$ cat config.mk
export PLATFORM = sky130hd
export DESIGN_NAME = heater_panel_top
export DESIGN_NICKNAME = d
export VERILOG_FILES = /design/src/hw/panel_pkg.sv /design/src/hw/tick_divider.sv /design/src/hw/cook_control.sv /design/src/hw/bcd_down_digit.sv /design/src/hw/seg_scan.sv /design/src/hw/dot_matrix_scan.sv /design/src/hw/heater_panel_top.sv
export VERILOG_INCLUDE_DIRS = /design/src /design/src/hw
export SDC_FILE = /design/constraint.sdc
export NUM_CORES = 1
export LEC_CHECK = 0
export BUFFER_PORTS_ARGS = -buffer_cell sky130_fd_sc_hd__buf_4
export CORE_MARGIN = 4
export CORE_UTILIZATION = 30
export DETAILED_ROUTE_END_ITERATION = 7
export GPL_ROUTABILITY_DRIVEN = 0
export HOLD_SLACK_MARGIN = 0.02
export PLACE_DENSITY = 0.55
export REMOVE_ABC_BUFFERS = 1
export SETUP_SLACK_MARGIN = 0.1
export SLEW_MARGIN = 10
export SYNTH_ARGS = -nofsm -noshare
export SYNTH_HDL_FRONTEND = slang
export SYNTH_SLANG_ARGS = --single-unit
$ cat constraint.sdc
create_clock -name clk -period 2.9 [get_ports clk]
set_input_delay 0.29 -clock clk [delete_from_list [all_inputs] [get_ports clk]]
set_output_delay 0.29 -clock clk [all_outputs]
set_load 0.02 [all_outputs]
$ cat src/hw/panel_settings.svh
`ifndef PANEL_SETTINGS_SVH
`define PANEL_SETTINGS_SVH

// number of BCD digits in the cooking time
`define PANEL_DIGITS 4

// dot matrix is square, rows = columns
`define PANEL_ROWS 8

// clocks per one-second tick, 1 kHz clock
`define PANEL_TICK_DIV 1000

// heating animation length
`define PANEL_HEAT_FRAMES 5

`endif

$ cat src/hw/panel_pkg.sv
package panel_pkg;

    typedef enum logic [1:0]
    {
        IDLE    = 2'd0,
        COOKING = 2'd1,
        PAUSED  = 2'd2,
        DONE    = 2'd3
    } cook_state_e;

    // dot matrix pictures
    typedef enum logic [3:0]
    {
        HEAT0 = 4'd0,
        HEAT1 = 4'd1,
        HEAT2 = 4'd2,
        HEAT3 = 4'd3,
        HEAT4 = 4'd4,
        FULL  = 4'd5,
        BLANK = 4'd15
    } glyph_e;

    typedef struct packed
    {
        logic [3:0] value; // bcd
        logic       zero;
    } digit_view_t;

    typedef struct packed
    {
        logic load;
        logic dec;  // digit 0 only, others take the borrow
    } digit_cmd_t;

endpackage

$ cat src/hw/tick_divider.sv
`timescale 1ns/1ps
`include "panel_settings.svh"

module tick_divider
(
    input  logic clk,
    input  logic rst,
    output logic tick
);

    logic [$clog2(`PANEL_TICK_DIV)-1:0] cnt;

    // one pulse per PANEL_TICK_DIV clocks
    always_ff @(posedge clk or posedge rst)
    begin
        if (rst)
        begin
            cnt  <= '0;
            tick <= 1'b0;
        end
        else
        begin
            if (cnt == `PANEL_TICK_DIV - 1)
            begin
                cnt  <= '0;
                tick <= 1'b1;
            end
            else
            begin
                cnt  <= cnt + 1'b1;
                tick <= 1'b0;
            end
        end
    end

endmodule

$ cat src/hw/cook_control.sv
`timescale 1ns/1ps
`include "panel_settings.svh"

module cook_control import panel_pkg::*;
(
    input  logic                             clk,
    input  logic                             rst,
    input  logic                             load,
    input  logic                             run,
    input  logic                             tick,
    input  digit_view_t [`PANEL_DIGITS-1:0] digits,
    output digit_cmd_t                       cmd,
    output glyph_e                           glyph,
    output logic                             heating,
    output logic                             done
);

    cook_state_e state, state_next;
    logic [$clog2(`PANEL_HEAT_FRAMES)-1:0] frame, frame_next;
    glyph_e glyph_next;
    logic all_zero;

    always_comb
    begin
        all_zero = 1'b1;
        for (int i = 0; i < `PANEL_DIGITS; i++)
        begin
            all_zero = all_zero & digits[i].zero;
        end
    end

    // no wrap to 9999 once the time has run out
    always_comb
    begin
        cmd.load = load && (state != COOKING);
        cmd.dec  = tick && run && (state == COOKING) && !all_zero;
    end

    always_comb
    begin
        state_next = state;
        case (state)
            IDLE, PAUSED:
            begin
                if (load)
                    state_next = IDLE;
                else if (run && !all_zero)
                    state_next = COOKING;
            end
            COOKING:
            begin
                if (all_zero)
                    state_next = DONE;
                else if (!run)
                    state_next = PAUSED;
            end
            DONE:
            begin
                if (load)
                    state_next = IDLE;
            end
            default: state_next = IDLE;
        endcase
    end

    // animation steps on the second tick while cooking
    always_comb
    begin
        frame_next = '0;
        if (state_next == COOKING)
        begin
            frame_next = frame;
            if (tick && state == COOKING)
                frame_next = (frame == `PANEL_HEAT_FRAMES - 1) ? '0 : frame + 1'b1;
        end
        case (state_next)
            COOKING: glyph_next = glyph_e'(4'(frame_next));
            DONE:    glyph_next = FULL;
            default: glyph_next = BLANK;
        endcase
    end

    always_ff @(posedge clk or posedge rst)
    begin
        if (rst)
        begin
            state <= IDLE;
            frame <= '0;
            glyph <= BLANK;
        end
        else
        begin
            state <= state_next;
            frame <= frame_next;
            glyph <= glyph_next;
        end
    end

    assign heating = (state == COOKING);
    assign done    = (state == DONE);

endmodule

$ cat src/hw/bcd_down_digit.sv
`timescale 1ns/1ps

module bcd_down_digit import panel_pkg::*;
(
    input  logic        clk,
    input  logic        rst,
    input  logic        cmd_load,
    input  logic [3:0]  load_value,
    input  logic        dec,
    output digit_view_t view,
    output logic        borrow
);

    logic [3:0] value;

    always_ff @(posedge clk or posedge rst)
    begin
        if (rst)
            value <= 4'd0;
        else if (cmd_load)
            value <= load_value;
        else if (dec)
        begin
            if (value == 4'd0)
                value <= 4'd9; // wrap, borrow goes up
            else
                value <= value - 4'd1;
        end
    end

    // ripples through the chain in the same cycle
    assign borrow = dec && (value == 4'd0);

    always_comb
    begin
        view.value = value;
        view.zero  = (value == 4'd0);
    end

endmodule

$ cat src/hw/seg_scan.sv
`timescale 1ns/1ps
`include "panel_settings.svh"

module seg_scan import panel_pkg::*;
(
    input  logic                             clk,
    input  logic                             rst,
    input  digit_view_t [`PANEL_DIGITS-1:0] digits,
    output logic [7:0]                       seg,
    output logic [`PANEL_DIGITS-1:0]         dig_sel
);

    logic [$clog2(`PANEL_DIGITS)-1:0] scan;

    // segments g..a, dp stays dark
    function automatic logic [7:0] bcd_to_seg(input logic [3:0] bcd);
        logic [7:0] pat;
        case (bcd)
            4'd0:    pat = 8'b0011_1111;
            4'd1:    pat = 8'b0000_0110;
            4'd2:    pat = 8'b0101_1011;
            4'd3:    pat = 8'b0100_1111;
            4'd4:    pat = 8'b0110_0110;
            4'd5:    pat = 8'b0110_1101;
            4'd6:    pat = 8'b0111_1101;
            4'd7:    pat = 8'b0000_0111;
            4'd8:    pat = 8'b0111_1111;
            4'd9:    pat = 8'b0110_1111;
            default: pat = 8'b0000_0000; // not bcd
        endcase
        return pat;
    endfunction

    // seg and dig_sel registered together
    always_ff @(posedge clk or posedge rst)
    begin
        if (rst)
        begin
            scan    <= '0;
            seg     <= 8'b0;
            dig_sel <= '1;
        end
        else
        begin
            seg     <= bcd_to_seg(digits[scan].value);
            dig_sel <= ~(`PANEL_DIGITS'(1) << scan); // active low
            if (scan == `PANEL_DIGITS - 1)
                scan <= '0;
            else
                scan <= scan + 1'b1;
        end
    end

endmodule

$ cat src/hw/dot_matrix_scan.sv
`timescale 1ns/1ps
`include "panel_settings.svh"

module dot_matrix_scan import panel_pkg::*;
(
    input  logic                   clk,
    input  logic                   rst,
    input  glyph_e                 glyph,
    input  logic                   heating,
    output logic [`PANEL_ROWS-1:0] row,
    output logic [`PANEL_ROWS-1:0] colg,
    output logic [`PANEL_ROWS-1:0] colr
);

    logic [$clog2(`PANEL_ROWS)-1:0] row_cnt;
    glyph_e glyph_q;

    // green pattern per glyph and row, row 0 on top
    function automatic logic [`PANEL_ROWS-1:0] glyph_row(
        input glyph_e                         g,
        input logic [$clog2(`PANEL_ROWS)-1:0] r
    );
        logic [`PANEL_ROWS-1:0] pat;
        pat = '0;
        case (g)
            HEAT0:
            begin
                case (r)
                    3'd6: pat = 8'b0001_1000;
                    3'd7: pat = 8'b0011_1100;
                    default: pat = '0;
                endcase
            end
            HEAT1:
            begin
                case (r)
                    3'd5: pat = 8'b0001_0000;
                    3'd6: pat = 8'b0011_1000;
                    3'd7: pat = 8'b0111_1100;
                    default: pat = '0;
                endcase
            end
            HEAT2:
            begin
                case (r)
                    3'd4: pat = 8'b0000_1000;
                    3'd5: pat = 8'b0001_1000;
                    3'd6: pat = 8'b0011_1100;
                    3'd7: pat = 8'b0111_1110;
                    default: pat = '0;
                endcase
            end
            HEAT3:
            begin
                case (r)
                    3'd3: pat = 8'b0001_0000;
                    3'd4: pat = 8'b0001_1000;
                    3'd5: pat = 8'b0011_1100;
                    3'd6, 3'd7: pat = 8'b0111_1110;
                    default: pat = '0;
                endcase
            end
            HEAT4:
            begin
                case (r)
                    3'd1: pat = 8'b0000_1000;
                    3'd2: pat = 8'b0001_0000;
                    3'd3: pat = 8'b0001_1000;
                    3'd4: pat = 8'b0011_1100;
                    3'd5: pat = 8'b0111_1110;
                    3'd6, 3'd7: pat = 8'b1111_1111;
                    default: pat = '0;
                endcase
            end
            FULL:    pat = '1;
            default: pat = '0;
        endcase
        return pat;
    endfunction

    always_ff @(posedge clk or posedge rst)
    begin
        if (rst)
        begin
            row_cnt <= '0;
            glyph_q <= BLANK;
            row     <= '1;
            colg    <= '0;
        end
        else
        begin
            glyph_q <= glyph;
            row_cnt <= row_cnt + 1'b1; // wraps after the last row
            row     <= ~(`PANEL_ROWS'(1) << row_cnt);
            colg    <= glyph_row(glyph_q, row_cnt); // same row as row
        end
    end

    // red mirrors green only with the heater on
    assign colr = heating ? colg : '0;

endmodule

$ cat src/hw/heater_panel_top.sv
`timescale 1ns/1ps
`include "panel_settings.svh"

module heater_panel_top import panel_pkg::*;
(
    input  logic                     clk,
    input  logic                     rst,
    input  logic [4*`PANEL_DIGITS-1:0] preset,
    input  logic                     load,
    input  logic                     run,
    output logic [`PANEL_ROWS-1:0]   row,
    output logic [`PANEL_ROWS-1:0]   colg,
    output logic [`PANEL_ROWS-1:0]   colr,
    output logic [7:0]               seg,
    output logic [`PANEL_DIGITS-1:0] dig_sel,
    output logic                     heating,
    output logic                     done
);

    logic tick;
    digit_cmd_t cmd;
    glyph_e glyph;
    digit_view_t [`PANEL_DIGITS-1:0] views;
    logic [`PANEL_DIGITS:0] dec_chain; // top bit is the overflow borrow

    tick_divider u_tick_divider
    (
        .clk  (clk),
        .rst  (rst),
        .tick (tick)
    );

    cook_control u_cook_control
    (
        .clk     (clk),
        .rst     (rst),
        .load    (load),
        .run     (run),
        .tick    (tick),
        .digits  (views),
        .cmd     (cmd),
        .glyph   (glyph),
        .heating (heating),
        .done    (done)
    );

    assign dec_chain[0] = cmd.dec;

    // digit 0 in the low nibble
    for (genvar i = 0; i < `PANEL_DIGITS; i++)
    begin : g_digit
        bcd_down_digit u_digit
        (
            .clk        (clk),
            .rst        (rst),
            .cmd_load   (cmd.load),
            .load_value (preset[4*i +: 4]),
            .dec        (dec_chain[i]),
            .view       (views[i]),
            .borrow     (dec_chain[i+1])
        );
    end

    seg_scan u_seg_scan
    (
        .clk     (clk),
        .rst     (rst),
        .digits  (views),
        .seg     (seg),
        .dig_sel (dig_sel)
    );

    dot_matrix_scan u_dot_matrix_scan
    (
        .clk     (clk),
        .rst     (rst),
        .glyph   (glyph),
        .heating (heating),
        .row     (row),
        .colg    (colg),
        .colr    (colr)
    );

endmodule

==> reports/qor.txt, run 1 <==
STA
------------------------------------------------------------------------------------------
Peak clock frequency supported by timing                                         0.508 GHz
Hold Fails Final Rpt                                                                     0
Transition time at the pin with the least slew margin                             0.768 ns
Final period utilization                                                             67.9%
Slew HR                                                                              48.7%
Final setup viols                                                                        0
Setup repair after global routing missed its margin                                  false
Final slew viol count                                                                    0
Max Clock Skew                                                                  0.00527 ns
Final critical-path required period                                                1.97 ns
Post-Route Setup TNS                                                                  0 ns

FLOORPLAN
------------------------------------------------------------------------------------------
Core region area                                                                0.0116 mm2
Cell Rows                                                                               39
Die X-Extent                                                                        118 um
Number of ports placed on the die boundary                                              58
Die span in y                                                                       118 um
DIE AREA                                                                        0.0139 mm2
Initial Utilization                                                                  31.1%

POWER
------------------------------------------------------------------------------------------
Proportion of power drawn by combinational gates                                     15.2%
Power per standard cell area                                                    588 mW/mm2
Sw power                                                                          0.725 mW
Internal cell power                                                                1.88 mW
Flop pwr share                                                                       45.7%
Static Leakage                                                                     1.97 nW
IR drop worst, VDD                                                                0.259 mV
Switching fraction of total power                                                    27.8%
Clock Power Share                                                                    39.1%

CTS
------------------------------------------------------------------------------------------
TritonCTS Buffers                                                                        9
Post-CTS setup buffers                                                                   0
CTS root buf                                                                     clkbuf_16
TritonCTS clock tree                                                                  done
Clock edge transition at the registers on the reported setup and hold paths        0.06 ns
Number of levels the H-tree was split into                                               3
Insertion delay of the later-clocked pin in the worst-skew pair                    0.33 ns
Total clock sinks                                                                       71
Cts-stage hold buffer count                                                              0
Buffer depth of the longest clock path                                                   2
CTS-repair resized insts                                                                 0

LAYOUT
------------------------------------------------------------------------------------------
Fraction of layout cells with a size suffix above 1                                  25.9%
Total Nets Final                                                                       436
Synth-to-Final Area Change                                                           22.6%
Final standard cell count with taps included and fillers excluded                      545
Design area                                                                    0.00443 mm2
Fillers                                                                              1,130
Inserted Diodes                                                                          0

DRT
------------------------------------------------------------------------------------------
Via count                                                                            2,700
Detail-routed via count per cell                                                      4.95
DRT Wirelength                                                                     7620 um
Detailed-route wire length per cell                                                14.0 um
Starting DRC count in detailed routing                                                  95
Drc violations                                                                           0
Number of nets with antenna violations after routing                                     0
Pre-Repair DR Iteration Count                                                            6

WORST SETUP PATH
------------------------------------------------------------------------------------------
Maximum fanout along the worst path                                                      8
Critical Path Sink Type                                                               flop
Required time of the worst setup path                                              3.13 ns
CP Data Arrival Time                                                               2.20 ns
Setup slack on the worst flop-to-flop path                                         0.93 ns
Kind of start point of the critical path                                              flop
Type of the setup path with the least slack                                   flop to flop

SYNTHESIS
------------------------------------------------------------------------------------------
Number of flops mapped to enable cells by yosys                                          0
Seq/Total Area, Yosys                                                                49.8%
Synthesized area per cell                                                         10.5 um2
Netlist area before placement                                                  0.00361 mm2
Yosys top cell by area                                                             dfrtp_1
Dominant cell by count in the synthesized netlist                                  dfrtp_1
Area contributors post-synth                                                  dfrtp_1 35%, dfstp_2 15%, ha_1 6.6%
Number of flip-flops and latches in the synthesized netlist                             71
Syn. warnings                                                                            0
Post-Syn Instances                                                                     345
Top cell type's share of synthesized area                                            35.3%
Post-synth ARST share                                                                 100%
Number of distinct library cells after synthesis                                        60
Post-synth top flop                                                                dfrtp_1
Most common library cells after synthesis                                     51 x dfrtp_1, 35 x nor2_1, 25 x inv_1, 25 x nand2_1, 20 x dfstp_2

PLACE
------------------------------------------------------------------------------------------
Post-DP HPWL                                                                       5600 um
Count of input and output buffers                                                       56
Area after detailed placement                                                  0.00415 mm2
Instance count after placement with tap cells included                                 529

GRT
------------------------------------------------------------------------------------------
Number of antenna violations at the first check in global routing                        0
Global Route Usage Sum                                                               11.5%
Maximum number of pins on one net before global-route repair                            37
Via count of the first global-routing pass                                           2,712
First-pass GRT wire length                                                       13,100 um
GR Overflow Total                                                                        0

RUN
------------------------------------------------------------------------------------------
Max cap viols                                                                            0

MIN PATH
------------------------------------------------------------------------------------------
Kind of path behind the tightest hold check                                   input pin to asynchronous set/reset pin

RUN STATUS
------------------------------------------------------------------------------------------
Outcome                                                                       complete, no violations

area by class of cell:
class	instances	area, um2	area share [%]
Tap cell	143	179	4.04
Clock buffer	13	260	5.87
Multi-Input combinational cell	233	1640	37.0
Timing Repair Buffer	57	440	9.94
Inverter	25	93.8	2.12
Clock inverter	3	17.5	0.395
Sequential cell	71	1800	40.7
power by group through the flow:
stage	registers (mW)	clock network (mW)	logic (mW)
floorplan	1.22	0	0.219
global placement	1.20	0	0.397
detailed placement	1.21	0	0.401
CTS	1.19	1.04	0.403
global route	1.20	1.09	0.443
finish	1.19	1.02	0.397
layout by cell type (no fill, tap or decap), types with 3 or more instances in the layout:
cell type,Yosys,final
nor4_4,3,3
a31oi_1,6,6
clkbuf_16,0,9
nor2_1,35,35
a32oi_1,3,3
nor3_1,6,6
o211ai_1,5,5
o21ai_0,13,13
a21oi_1,16,16
nand3_1,3,3
dfstp_2,20,20
nor2b_1,4,4
a21o_1,3,3
nor4_1,3,3
o22ai_1,3,3
xor2_1,3,3
and2_1,8,8
dfrtp_1,51,51
a211oi_1,5,5
nand2_1,25,25
mux4_2,3,3
a22o_1,3,3
or3_1,3,3
and3_1,4,4
nand4_1,7,7
xnor2_1,4,4
inv_1,25,24
nand2b_1,8,8
buf_4,4,56
ha_1,19,19
per-layer routing:
layer / wire (um) / track usage (%) / vias to the layer above
li1: - / - / 1334
met1: 3680 / 15.0 / 1292
met2: 3450 / 17.6 / 61
met3: 322 / 2.88 / 13
met4: 163 / 6.01 / 0
met5: 0 / 0 / -
flip-flops by register name (all words and copies together) (netlist names), 3 cells and up:
register                   count
u_cook_control.frame           3
u_dot_matrix_scan.glyph_q      4
u_dot_matrix_scan.colg         7
u_dot_matrix_scan.row_cnt      3
g_digit.u_digit.value         16
u_tick_divider.cnt            10
u_seg_scan.seg                 7
u_seg_scan.dig_sel             4
u_cook_control.glyph           4
u_dot_matrix_scan.row          8
path summary, 6_finish.rpt:
| kind | start | to | cells after the start |
|---|---|---|---|
| setup / recovery | u_seg_scan.scan[0] | u_seg_scan.seg[1] | 4 |
| hold / removal | rst | u_seg_scan.seg[1] | 2 |
| setup reg to reg | u_seg_scan.scan[0] | u_seg_scan.seg[1] | 4 |
| hold reg to reg | u_cook_control.glyph[2] | u_dot_matrix_scan.glyph_q[2] | 0 |
| max in group asynchronous | rst | u_dot_matrix_scan.glyph_q[2] | 3 |
| min in group clk | preset[15] | g_digit[3].u_digit.value[3] | 3 |
worst max-delay path, stage by stage (launching register included):
cell and delay, ns:
dfrtp_1 0.57, mux4_2 0.66, inv_1 0.15, ha_1 0.26, o21ai_0 0.23
kinds of logic (layout without fill, tap and decap cells):
kind of cell	Yosys count	after routing	share of synthesized area, %
simple gates	120	120	18.8
compound gates	81	81	15.3
flops	71	71	49.8
buf+inv	41	98	4.81
fa+ha+maj	19	19	6.58
xor+xnor	7	7	1.70
mux	5	5	2.87
other cells	1	1	0.104
through the flow:
step	utilization, %	setup WS [ns]	hold slack, ns	power [mW]
after CTS	38.2	0.924	0.134	2.64
final	38.2	0.930	0.116	2.61
after floorplan	-	0.847	0.345	1.44
after global placement	35.8	1.01	0.346	1.60
after global routing	38.2	0.785	0.169	2.74
after detailed placement	35.8	0.932	0.347	1.61
No activity file was read; power rests on OpenSTA's default activity.
==> run 2: changes to the inputs <==
--- a/config.mk
+++ b/config.mk
@@ -6,13 +6,14 @@
 export SDC_FILE = /design/constraint.sdc
 export NUM_CORES = 1
 export LEC_CHECK = 0
+export ABC_AREA = 1
 export BUFFER_PORTS_ARGS = -buffer_cell sky130_fd_sc_hd__buf_4
 export CORE_MARGIN = 4
 export CORE_UTILIZATION = 30
 export DETAILED_ROUTE_END_ITERATION = 7
 export GPL_ROUTABILITY_DRIVEN = 0
 export HOLD_SLACK_MARGIN = 0.02
-export PLACE_DENSITY = 0.55
+export PLACE_DENSITY = 0.56
 export REMOVE_ABC_BUFFERS = 1
 export SETUP_SLACK_MARGIN = 0.1
 export SLEW_MARGIN = 10
==> constraint.sdc (replaced) <==
create_clock -name clk -period 1.8 [get_ports clk]
set_input_delay 0.18 -clock clk [delete_from_list [all_inputs] [get_ports clk]]
set_output_delay 0.18 -clock clk [all_outputs]
set_load 0.02 [all_outputs]
==> run 2 against run 1 <==
Net effect:
- synthesized cell count is 28% higher
- maximum frequency grew 20%
- core utilization rose by 1.3 points
- worst setup slack lost 0.77 ns
- critical path type unchanged
- largest cell class unchanged
- largest power group unchanged
==> reports/qor.txt, run 2 <==
STA
------------------------------------------------------------------------------------------
Final period utilization                                                             91.1%   +23 points
Setup repair after global routing missed its margin                                   true
Smallest hold slack                                                              0.0823 ns   -0.0333 ns
Max Clock Skew                                                                  0.00606 ns   +0.000791 ns
Final setup viols                                                                        0   unchanged
Hold Fails Final Rpt                                                                     0   unchanged
Final slew viol count                                                                    0   unchanged
Final critical-path required period                                                1.64 ns   -0.331 ns
Post-Route Setup TNS                                                                  0 ns   unchanged
Peak clock frequency supported by timing                                         0.610 GHz   +20%

WORST SETUP PATH
------------------------------------------------------------------------------------------
First element of the critical path                                            u_dot_matrix_scan.row_cnt[1]
Setup slack on the worst flop-to-flop path                                         0.16 ns   -0.77 ns
Kind of cell adding the most delay to the critical path                       compound AO/OA/AOI/OAI gates
Maximum fanout along the worst path                                                      3   -5
Critical Path Sink Type                                                               flop
CP peak stage delay                                                                0.37 ns   -0.29 ns
Required time of the worst setup path                                              2.00 ns   -1.13 ns
Bufs and invs on worst path                                                              1   unchanged
Type of the setup path with the least slack                                   flop to flop
Endpoint of the worst register-to-register path                               u_dot_matrix_scan.colg[3]
Cell with the largest stage delay on the worst path                                dfrtp_1
RR Startpoint                                                                 u_dot_matrix_scan.row_cnt[1]
Worst Reg-to-Reg Cells                                                                   8   +4
Ordered cell list for the critical path                                       inv_1, ha_1, nand2_1, nand2_1, a21oi_2, o21ai_0, nor3_1, o21ai_0
CP Data Arrival Time                                                               1.83 ns   -0.37 ns
Kind of start point of the critical path                                              flop

LAYOUT
------------------------------------------------------------------------------------------
Fraction of layout cells with a size suffix above 1                                  28.9%   +3.1 points
Largest register FFs                                                                    16   unchanged
Inserted Diodes                                                                          0   unchanged
Top library cells by usage in the layout, fill and taps aside                 97 x nand2_1, 71 x buf_4, 58 x inv_1, 50 x dfrtp_1, 36 x nor2_1
Register Area                                                                  0.00180 mm2   about the same
Leading cell type in the layout, fill and taps excluded                            nand2_1
Top Registers                                                                 g_digit.u_digit.value x16, u_tick_divider.cnt x10, u_dot_matrix_scan.row x8
Synth-to-Final Area Change                                                           27.5%
Total Nets Final                                                                       556   +28%
Design area                                                                    0.00478 mm2   +7.9%
Multi-input combinational cell area                                            0.00165 mm2   +0.76%
Fillers                                                                              1,221   +8.1%
Largest register by flop count                                                g_digit.u_digit.value

SYNTHESIS
------------------------------------------------------------------------------------------
Syn. warnings                                                                            0   unchanged
Dominant cell by count in the synthesized netlist                                  nand2_1
Top cell type's share of synthesized area                                            34.0%   -1.3 points
Most common library cells after synthesis                                     98 x nand2_1, 62 x inv_1, 51 x dfrtp_1
Area contributors post-synth                                                  dfrtp_1 34%, dfstp_2 14%, nand2_1 9.8%
Post-synth ARST share                                                                 100%   unchanged
Post-Syn Instances                                                                     440   +28%
Number of distinct library cells after synthesis                                        34   -43%
Post-synth top flop                                                                dfrtp_1
Yosys top cell by area                                                             dfrtp_1
Seq/Total Area, Yosys                                                                48.0%   -1.8 points
Synthesized area per cell                                                         8.53 um2   -19%
Number of flip-flops and latches in the synthesized netlist                             71   unchanged
Number of flops mapped to enable cells by yosys                                          0   unchanged
Netlist area before placement                                                  0.00375 mm2   +3.8%

MIN PATH
------------------------------------------------------------------------------------------
Endpoint, Worst Hold                                                          g_digit[0].u_digit.value[2]
Kind of path behind the tightest hold check                                   input pin to flop
Hold path start                                                                  preset[2]
Worst hold path cell count                                                               3

DRT
------------------------------------------------------------------------------------------
Via count                                                                            3,045   +13%
Pre-Repair DR Iteration Count                                                            6   unchanged
Number of nets with antenna violations after routing                                     0   unchanged
Detail-routed via count per cell                                                      4.41   -11%
Detailed-route wire length per cell                                                11.7 um   -16%
Drc violations                                                                           0   unchanged
DRT Wirelength                                                                     8060 um   +5.8%
Starting DRC count in detailed routing                                                 193   +100%

CTS
------------------------------------------------------------------------------------------
Number of levels the H-tree was split into                                               3   unchanged
Total clock sinks                                                                       71   unchanged
TritonCTS clock tree                                                                  done
CTS root buf                                                                     clkbuf_16
TritonCTS Buffers                                                                        9   unchanged
Insertion delay of the later-clocked pin in the worst-skew pair                    0.34 ns   about the same
Clock edge transition at the registers on the reported setup and hold paths        0.06 ns   about the same
Buffer depth of the longest clock path                                                   2   unchanged

GRT
------------------------------------------------------------------------------------------
Maximum number of pins on one net before global-route repair                            29   -22%
First-pass GRT wire length                                                       13,700 um   +4.5%
Global Route Usage Sum                                                               11.9%   +0.39 points
Via count of the first global-routing pass                                           2,894   +6.7%
GR Overflow Total                                                                        0   unchanged
Number of antenna violations at the first check in global routing                        0   unchanged

FLOORPLAN
------------------------------------------------------------------------------------------
Cell Rows                                                                               40   +2.6%
Number of ports placed on the die boundary                                              58   unchanged
Die span in y                                                                       120 um   +1.7%
Die X-Extent                                                                        120 um   +1.7%
Core region area                                                                0.0121 mm2   +4.3%
Initial Utilization                                                                  31.0%   -0.15 points
DIE AREA                                                                        0.0144 mm2   +3.5%

POWER
------------------------------------------------------------------------------------------
Power per standard cell area                                                   1210 mW/mm2   +110%
Flop pwr share                                                                       38.2%   -7.5 points
Proportion of power drawn by combinational gates                                     33.5%   +18 points
Switching fraction of total power                                                    37.3%   +9.5 points
Sw power                                                                           2.16 mW   +200%
Clock Power Share                                                                    28.4%   -11 points
IR drop worst, VDD                                                                0.516 mV   +99%
Static Leakage                                                                     2.38 nW   +21%
Internal cell power                                                                3.63 mW   +93%
Power, Total                                                                       5.78 mW   +120%

PLACE
------------------------------------------------------------------------------------------
Area after detailed placement                                                  0.00441 mm2   +6.1%
Count of input and output buffers                                                       56   unchanged
Post-DP HPWL                                                                       6020 um   +7.4%

RUN
------------------------------------------------------------------------------------------
Max cap viols                                                                            0   unchanged

RUN STATUS
------------------------------------------------------------------------------------------
Outcome                                                                       complete, no violations

[run 2: metal layers]
metal / wire, um / part of all wire [%] / GRT usage (%) / up-vias
li1: - / - / - / 1550
met1: 3780 / 47 / 14.9 / 1419
met2: 3740 / 46 / 19.0 / 64
met3: 422 / 5.2 / 3.86 / 12
met4: 121 / 1.5 / 4.72 / 0
met5: 0 / 0 / 0 / -
[run 2: worst max-delay path by stage]
stage | endpoint | slack, ns | depth (start not counted)
2_1_floorplan | g_digit[0].u_digit.value[0] | -0.14 | 1
3_3_place_gp | u_seg_scan.seg[3] | 0.15 | 9
3_5_place_dp | u_seg_scan.seg[5] | 0.10 | 9
4_1_cts | u_seg_scan.seg[3] | 0.10 | 9
5_1_grt | u_seg_scan.seg[3] | 0.08 | 9
6_report | u_dot_matrix_scan.colg[3] | 0.16 | 8
[run 2: final cells by class]
type,count,share of cell area [%]
Sequential cell,71,37.7
Multi-Input combinational cell,296,34.5
Timing Repair Buffer,75,12.6
Inverter,64,5.02
Clock buffer,10,4.79
Tap cell,168,4.39
Clock inverter,6,0.968
[run 2: timing repair]
item                       CTS  global route
resized for setup            0            12
setup buffers                1             8
pin swaps                    1             4
hold endpoints to repair     8             0
cloned                       0             0
hold buffers                 1             0
setup endpoints to repair    2            13
[run 2: logic make-up (layout without fill, tap and decap cells)]
kind of cell,after synthesis,in the layout,synth area share [%]
flip-flops,71,71,48.0
adder cells (fa/ha/maj),19,19,6.34
buffers and inverters,73,155,8.51
AND/OR/NAND/NOR,195,195,24.1
other,1,1,0.100
XOR/XNOR,8,8,1.87
AO/OA/AOI/OAI,73,73,11.0
[run 2: power groups by stage]
stage                     clock, mW  sequential (mW)  combinational [mW]
after global routing           1.77             2.26                2.21
after detailed placement          0             2.23                1.89
final                          1.64             2.21                1.93
after CTS                      1.69             2.21                1.91
after global placement            0             2.24                1.85
after floorplan                   0             2.30                1.21
[run 2: worst register-to-register path: cells and delay by family, from the launching register on]
| kind | cells | cell delay, ns |
|---|---|---|
| buffers and inverters | 1 | 0.08 |
| AND/OR/NAND/NOR | 3 | 0.40 |
| flip-flops | 1 | 0.37 |
| adder cells (fa/ha/maj) | 1 | 0.21 |
| AO/OA/AOI/OAI | 3 | 0.43 |
[run 2: per-stage QoR]
stage	util [%]	instances	setup slack (ns)
2_1_floorplan	-	431	-0.143
3_3_place_gp	36.4	664	0.152
3_5_place_dp	36.4	664	0.103
4_1_cts	38.8	682	0.103
5_1_grt	39.5	690	0.0787
6_report	39.5	690	0.161
==> run 3: changes to the inputs <==
--- a/config.mk
+++ b/config.mk
@@ -9,11 +9,11 @@
 export ABC_AREA = 1
 export BUFFER_PORTS_ARGS = -buffer_cell sky130_fd_sc_hd__buf_4
 export CORE_MARGIN = 4
-export CORE_UTILIZATION = 30
+export CORE_UTILIZATION = 25
 export DETAILED_ROUTE_END_ITERATION = 7
 export GPL_ROUTABILITY_DRIVEN = 0
 export HOLD_SLACK_MARGIN = 0.02
-export PLACE_DENSITY = 0.56
+export PLACE_DENSITY = 0.5
 export REMOVE_ABC_BUFFERS = 1
 export SETUP_SLACK_MARGIN = 0.1
 export SLEW_MARGIN = 10
==> run 3 against run 2 <==
Net effect:
- global-route usage fell by 1.8 points
- die area rose by 19%
- critical path depth is 1 higher
- first-iteration DRC count fell by 18%
- design area fell by 0.63%
- clock-buffer cell count did not move
- flip-flop and latch count did not move
- combinational power shrank 3%
- clock power is essentially flat
- worst setup slack gained 0.021 ns
- total power increased by 0.22%
- critical path type unchanged
- critical endpoint is now u_seg_scan.seg[3]
- largest power group unchanged
- highest routed layer unchanged
==> reports/qor.txt, run 3 (synthesized netlist as in run 2, its figures left out) <==
RUN STATUS
------------------------------------------------------------------------------------------
Outcome                                                                       complete, no violations

LAYOUT
------------------------------------------------------------------------------------------
Final standard cell utilization of the core                                          32.6%   -6.9 points
Top Registers                                                                 g_digit.u_digit.value x16, u_tick_divider.cnt x10, u_dot_matrix_scan.row x8
Largest register by flop count                                                g_digit.u_digit.value
Fraction of layout cells with a size suffix above 1                                  28.4%   -0.49 points
Inserted Diodes                                                                          0   unchanged
Final standard cell count with taps included and fillers excluded                      701   +1.6%
Largest register FFs                                                                    16   unchanged
Total Nets Final                                                                       551   -0.90%
Top library cells by usage in the layout, fill and taps aside                 97 x nand2_1, 68 x buf_4, 58 x inv_1, 49 x dfrtp_1, 37 x nor2_1
Leading cell type in the layout, fill and taps excluded                            nand2_1
Synth-to-Final Area Change                                                           26.7%

CTS
------------------------------------------------------------------------------------------
Number of levels the H-tree was split into                                               3   unchanged
CTS root buf                                                                     clkbuf_16
Total clock sinks                                                                       71   unchanged
TritonCTS Buffers                                                                        9   unchanged
Insertion delay of the later-clocked pin in the worst-skew pair                    0.33 ns   about the same
Buffer depth of the longest clock path                                                   2   unchanged
TritonCTS clock tree                                                                  done
Clock edge transition at the registers on the reported setup and hold paths        0.06 ns   about the same

GRT
------------------------------------------------------------------------------------------
GR Overflow Total                                                                        0   unchanged
Maximum number of pins on one net before global-route repair                            35   +21%
First-pass GRT wire length                                                       13,600 um   -0.20%
Via count of the first global-routing pass                                           3,009   +4.0%
Global Route Usage Sum                                                               10.1%   -1.8 points
Number of antenna violations at the first check in global routing                        0   unchanged

FLOORPLAN
------------------------------------------------------------------------------------------
Initial Utilization                                                                  25.7%   -5.3 points
DIE AREA                                                                        0.0170 mm2   +19%
Die span in y                                                                       130 um   +8.9%
Cell Rows                                                                               44   +10%
Die X-Extent                                                                        130 um   +8.9%
Number of ports placed on the die boundary                                              58   unchanged
Core region area                                                                0.0146 mm2   +20%

POWER
------------------------------------------------------------------------------------------
Flop pwr share                                                                       38.7%   +0.5 points
Proportion of power drawn by combinational gates                                     32.5%   -1.0 points
Static Leakage                                                                     2.34 nW   -1.5%
IR drop worst, VDD                                                                0.433 mV   -16%
Internal cell power                                                                3.64 mW   +0.40%
Power per standard cell area                                                   1220 mW/mm2   +0.86%
Clock Power Share                                                                    28.8%   +0.4 points
Power, Total                                                                       5.80 mW   +0.22%
Switching fraction of total power                                                    37.2%   -0.11 points
Sw power                                                                           2.16 mW   about the same

WORST SETUP PATH
------------------------------------------------------------------------------------------
Critical Path Sink Type                                                               flop
Setup slack on the worst flop-to-flop path                                         0.18 ns   +0.02 ns
Cell with the largest stage delay on the worst path                                dfrtp_2
Endpoint of the worst register-to-register path                               u_seg_scan.seg[3]
CP Data Arrival Time                                                               1.83 ns   about the same
Maximum fanout along the worst path                                                      7   +4
Ordered cell list for the critical path                                       buf_4, nand2_1, a32oi_2, inv_2, ha_1, inv_1, o21ai_1, nand2_1, nand2_1
Bufs and invs on worst path                                                              3   +2
First element of the critical path                                            u_seg_scan.scan[0]
Kind of cell adding the most delay to the critical path                         flip-flops
Kind of start point of the critical path                                              flop
Most prevalent standard cell on the critical path                                  nand2_1
Worst Reg-to-Reg Cells                                                                   9   +1
RR Startpoint                                                                 u_seg_scan.scan[0]
CP peak stage delay                                                                0.42 ns   +0.05 ns
Type of the setup path with the least slack                                   flop to flop
Required time of the worst setup path                                              2.01 ns   about the same

STA
------------------------------------------------------------------------------------------
Final period utilization                                                             89.9%   -1.2 points
Max Clock Skew                                                                  0.00601 ns   -0.0000497 ns
Final critical-path required period                                                1.62 ns   -0.0208 ns
Hold Fails Final Rpt                                                                     0   unchanged
Final slew viol count                                                                    0   unchanged
Setup repair after global routing missed its margin                                   true
Peak clock frequency supported by timing                                         0.618 GHz   +1.3%
Final setup viols                                                                        0   unchanged

DRT
------------------------------------------------------------------------------------------
Pre-Repair DR Iteration Count                                                            5   -1
Number of nets with antenna violations after routing                                     0   unchanged
Detailed-route wire length per cell                                                11.8 um   +1.2%
Drc violations                                                                           0   unchanged
Detail-routed via count per cell                                                      4.37   -1.0%
Starting DRC count in detailed routing                                                 158   -18%
Via count                                                                            3,062   +0.56%
DRT Wirelength                                                                     8290 um   +2.8%

MIN PATH
------------------------------------------------------------------------------------------
Worst hold path cell count                                                               3   unchanged
Hold path start                                                                  preset[1]
Endpoint, Worst Hold                                                          g_digit[0].u_digit.value[1]
Kind of path behind the tightest hold check                                   input pin to flop

PLACE
------------------------------------------------------------------------------------------
Post-DP HPWL                                                                       6420 um   +6.8%
Count of input and output buffers                                                       56   unchanged
Instance count after placement with tap cells included                                 681   +2.6%

RUN
------------------------------------------------------------------------------------------
Max cap viols                                                                            0   unchanged

-- run 3: power groups by stage --
stage | clock (mW) | combinational, mW | sequential, mW
4_1_cts | 1.71 | 1.87 | 2.24
3_3_place_gp | 0 | 1.82 | 2.25
3_5_place_dp | 0 | 1.85 | 2.26
6_report | 1.67 | 1.88 | 2.24
2_1_floorplan | 0 | 1.21 | 2.30
5_1_grt | 1.78 | 2.13 | 2.29
-- run 3: worst max path at each step --
stage	slack [ns]	cells past startpoint	end
after global routing	0.06	9	u_seg_scan.seg[3]
after global placement	0.11	9	u_seg_scan.seg[3]
after floorplan	-0.14	1	g_digit[0].u_digit.value[0]
after detailed placement	0.1	9	u_seg_scan.seg[5]
after CTS	0.12	10	u_seg_scan.seg[3]
final	0.18	9	u_seg_scan.seg[3]
-- run 3: repair_timing --
item | in CTS | in global routing
endpoints found under the hold margin | 15 | 0
endpoints found under the setup margin | 2 | 14
pin swaps | 0 | 0
buffers inserted | 0 | 3
hold buffers | 1 | 0
gates resized for setup | 1 | 14
-- run 3: per-layer routing --
layer  routed length, um  GRT usage, %  vias to the layer above
met5                   0             0                        -
met4                  88          3.57                        0
met1                3670          12.4                     1435
met3                 533          3.05                        6
met2                4000          16.7                       71
li1                    -             -                     1550
-- run 3: cell type report --
| type | instances | area (um2) |
|---|---|---|
| inverter | 64 | 240 |
| multi-input combinational | 296 | 1650 |
| clock inverter | 6 | 45.0 |
| sequential | 71 | 1800 |
| fill | 1537 | 9840 |
| timing repair buffer | 70 | 541 |
| tap | 184 | 230 |
| clock buffer | 10 | 239 |
-- run 3: metrics by stage --
step	hold slack (ns)	setup slack [ns]	instance area, um2	setup TNS (ns)
2_1_floorplan	0.328	-0.143	3670	-7.32
3_3_place_gp	0.251	0.107	4410	0
3_5_place_dp	0.255	0.0990	4410	0
4_1_cts	0.0959	0.116	4710	0
5_1_grt	0.105	0.0629	4750	0
6_report	0.103	0.182	4750	0
-- run 3: tightest hold or removal path, stage by stage --
cell and delay, ns:
buf_4 0.08, o211ai_1 0.08, nand2_1 0.06
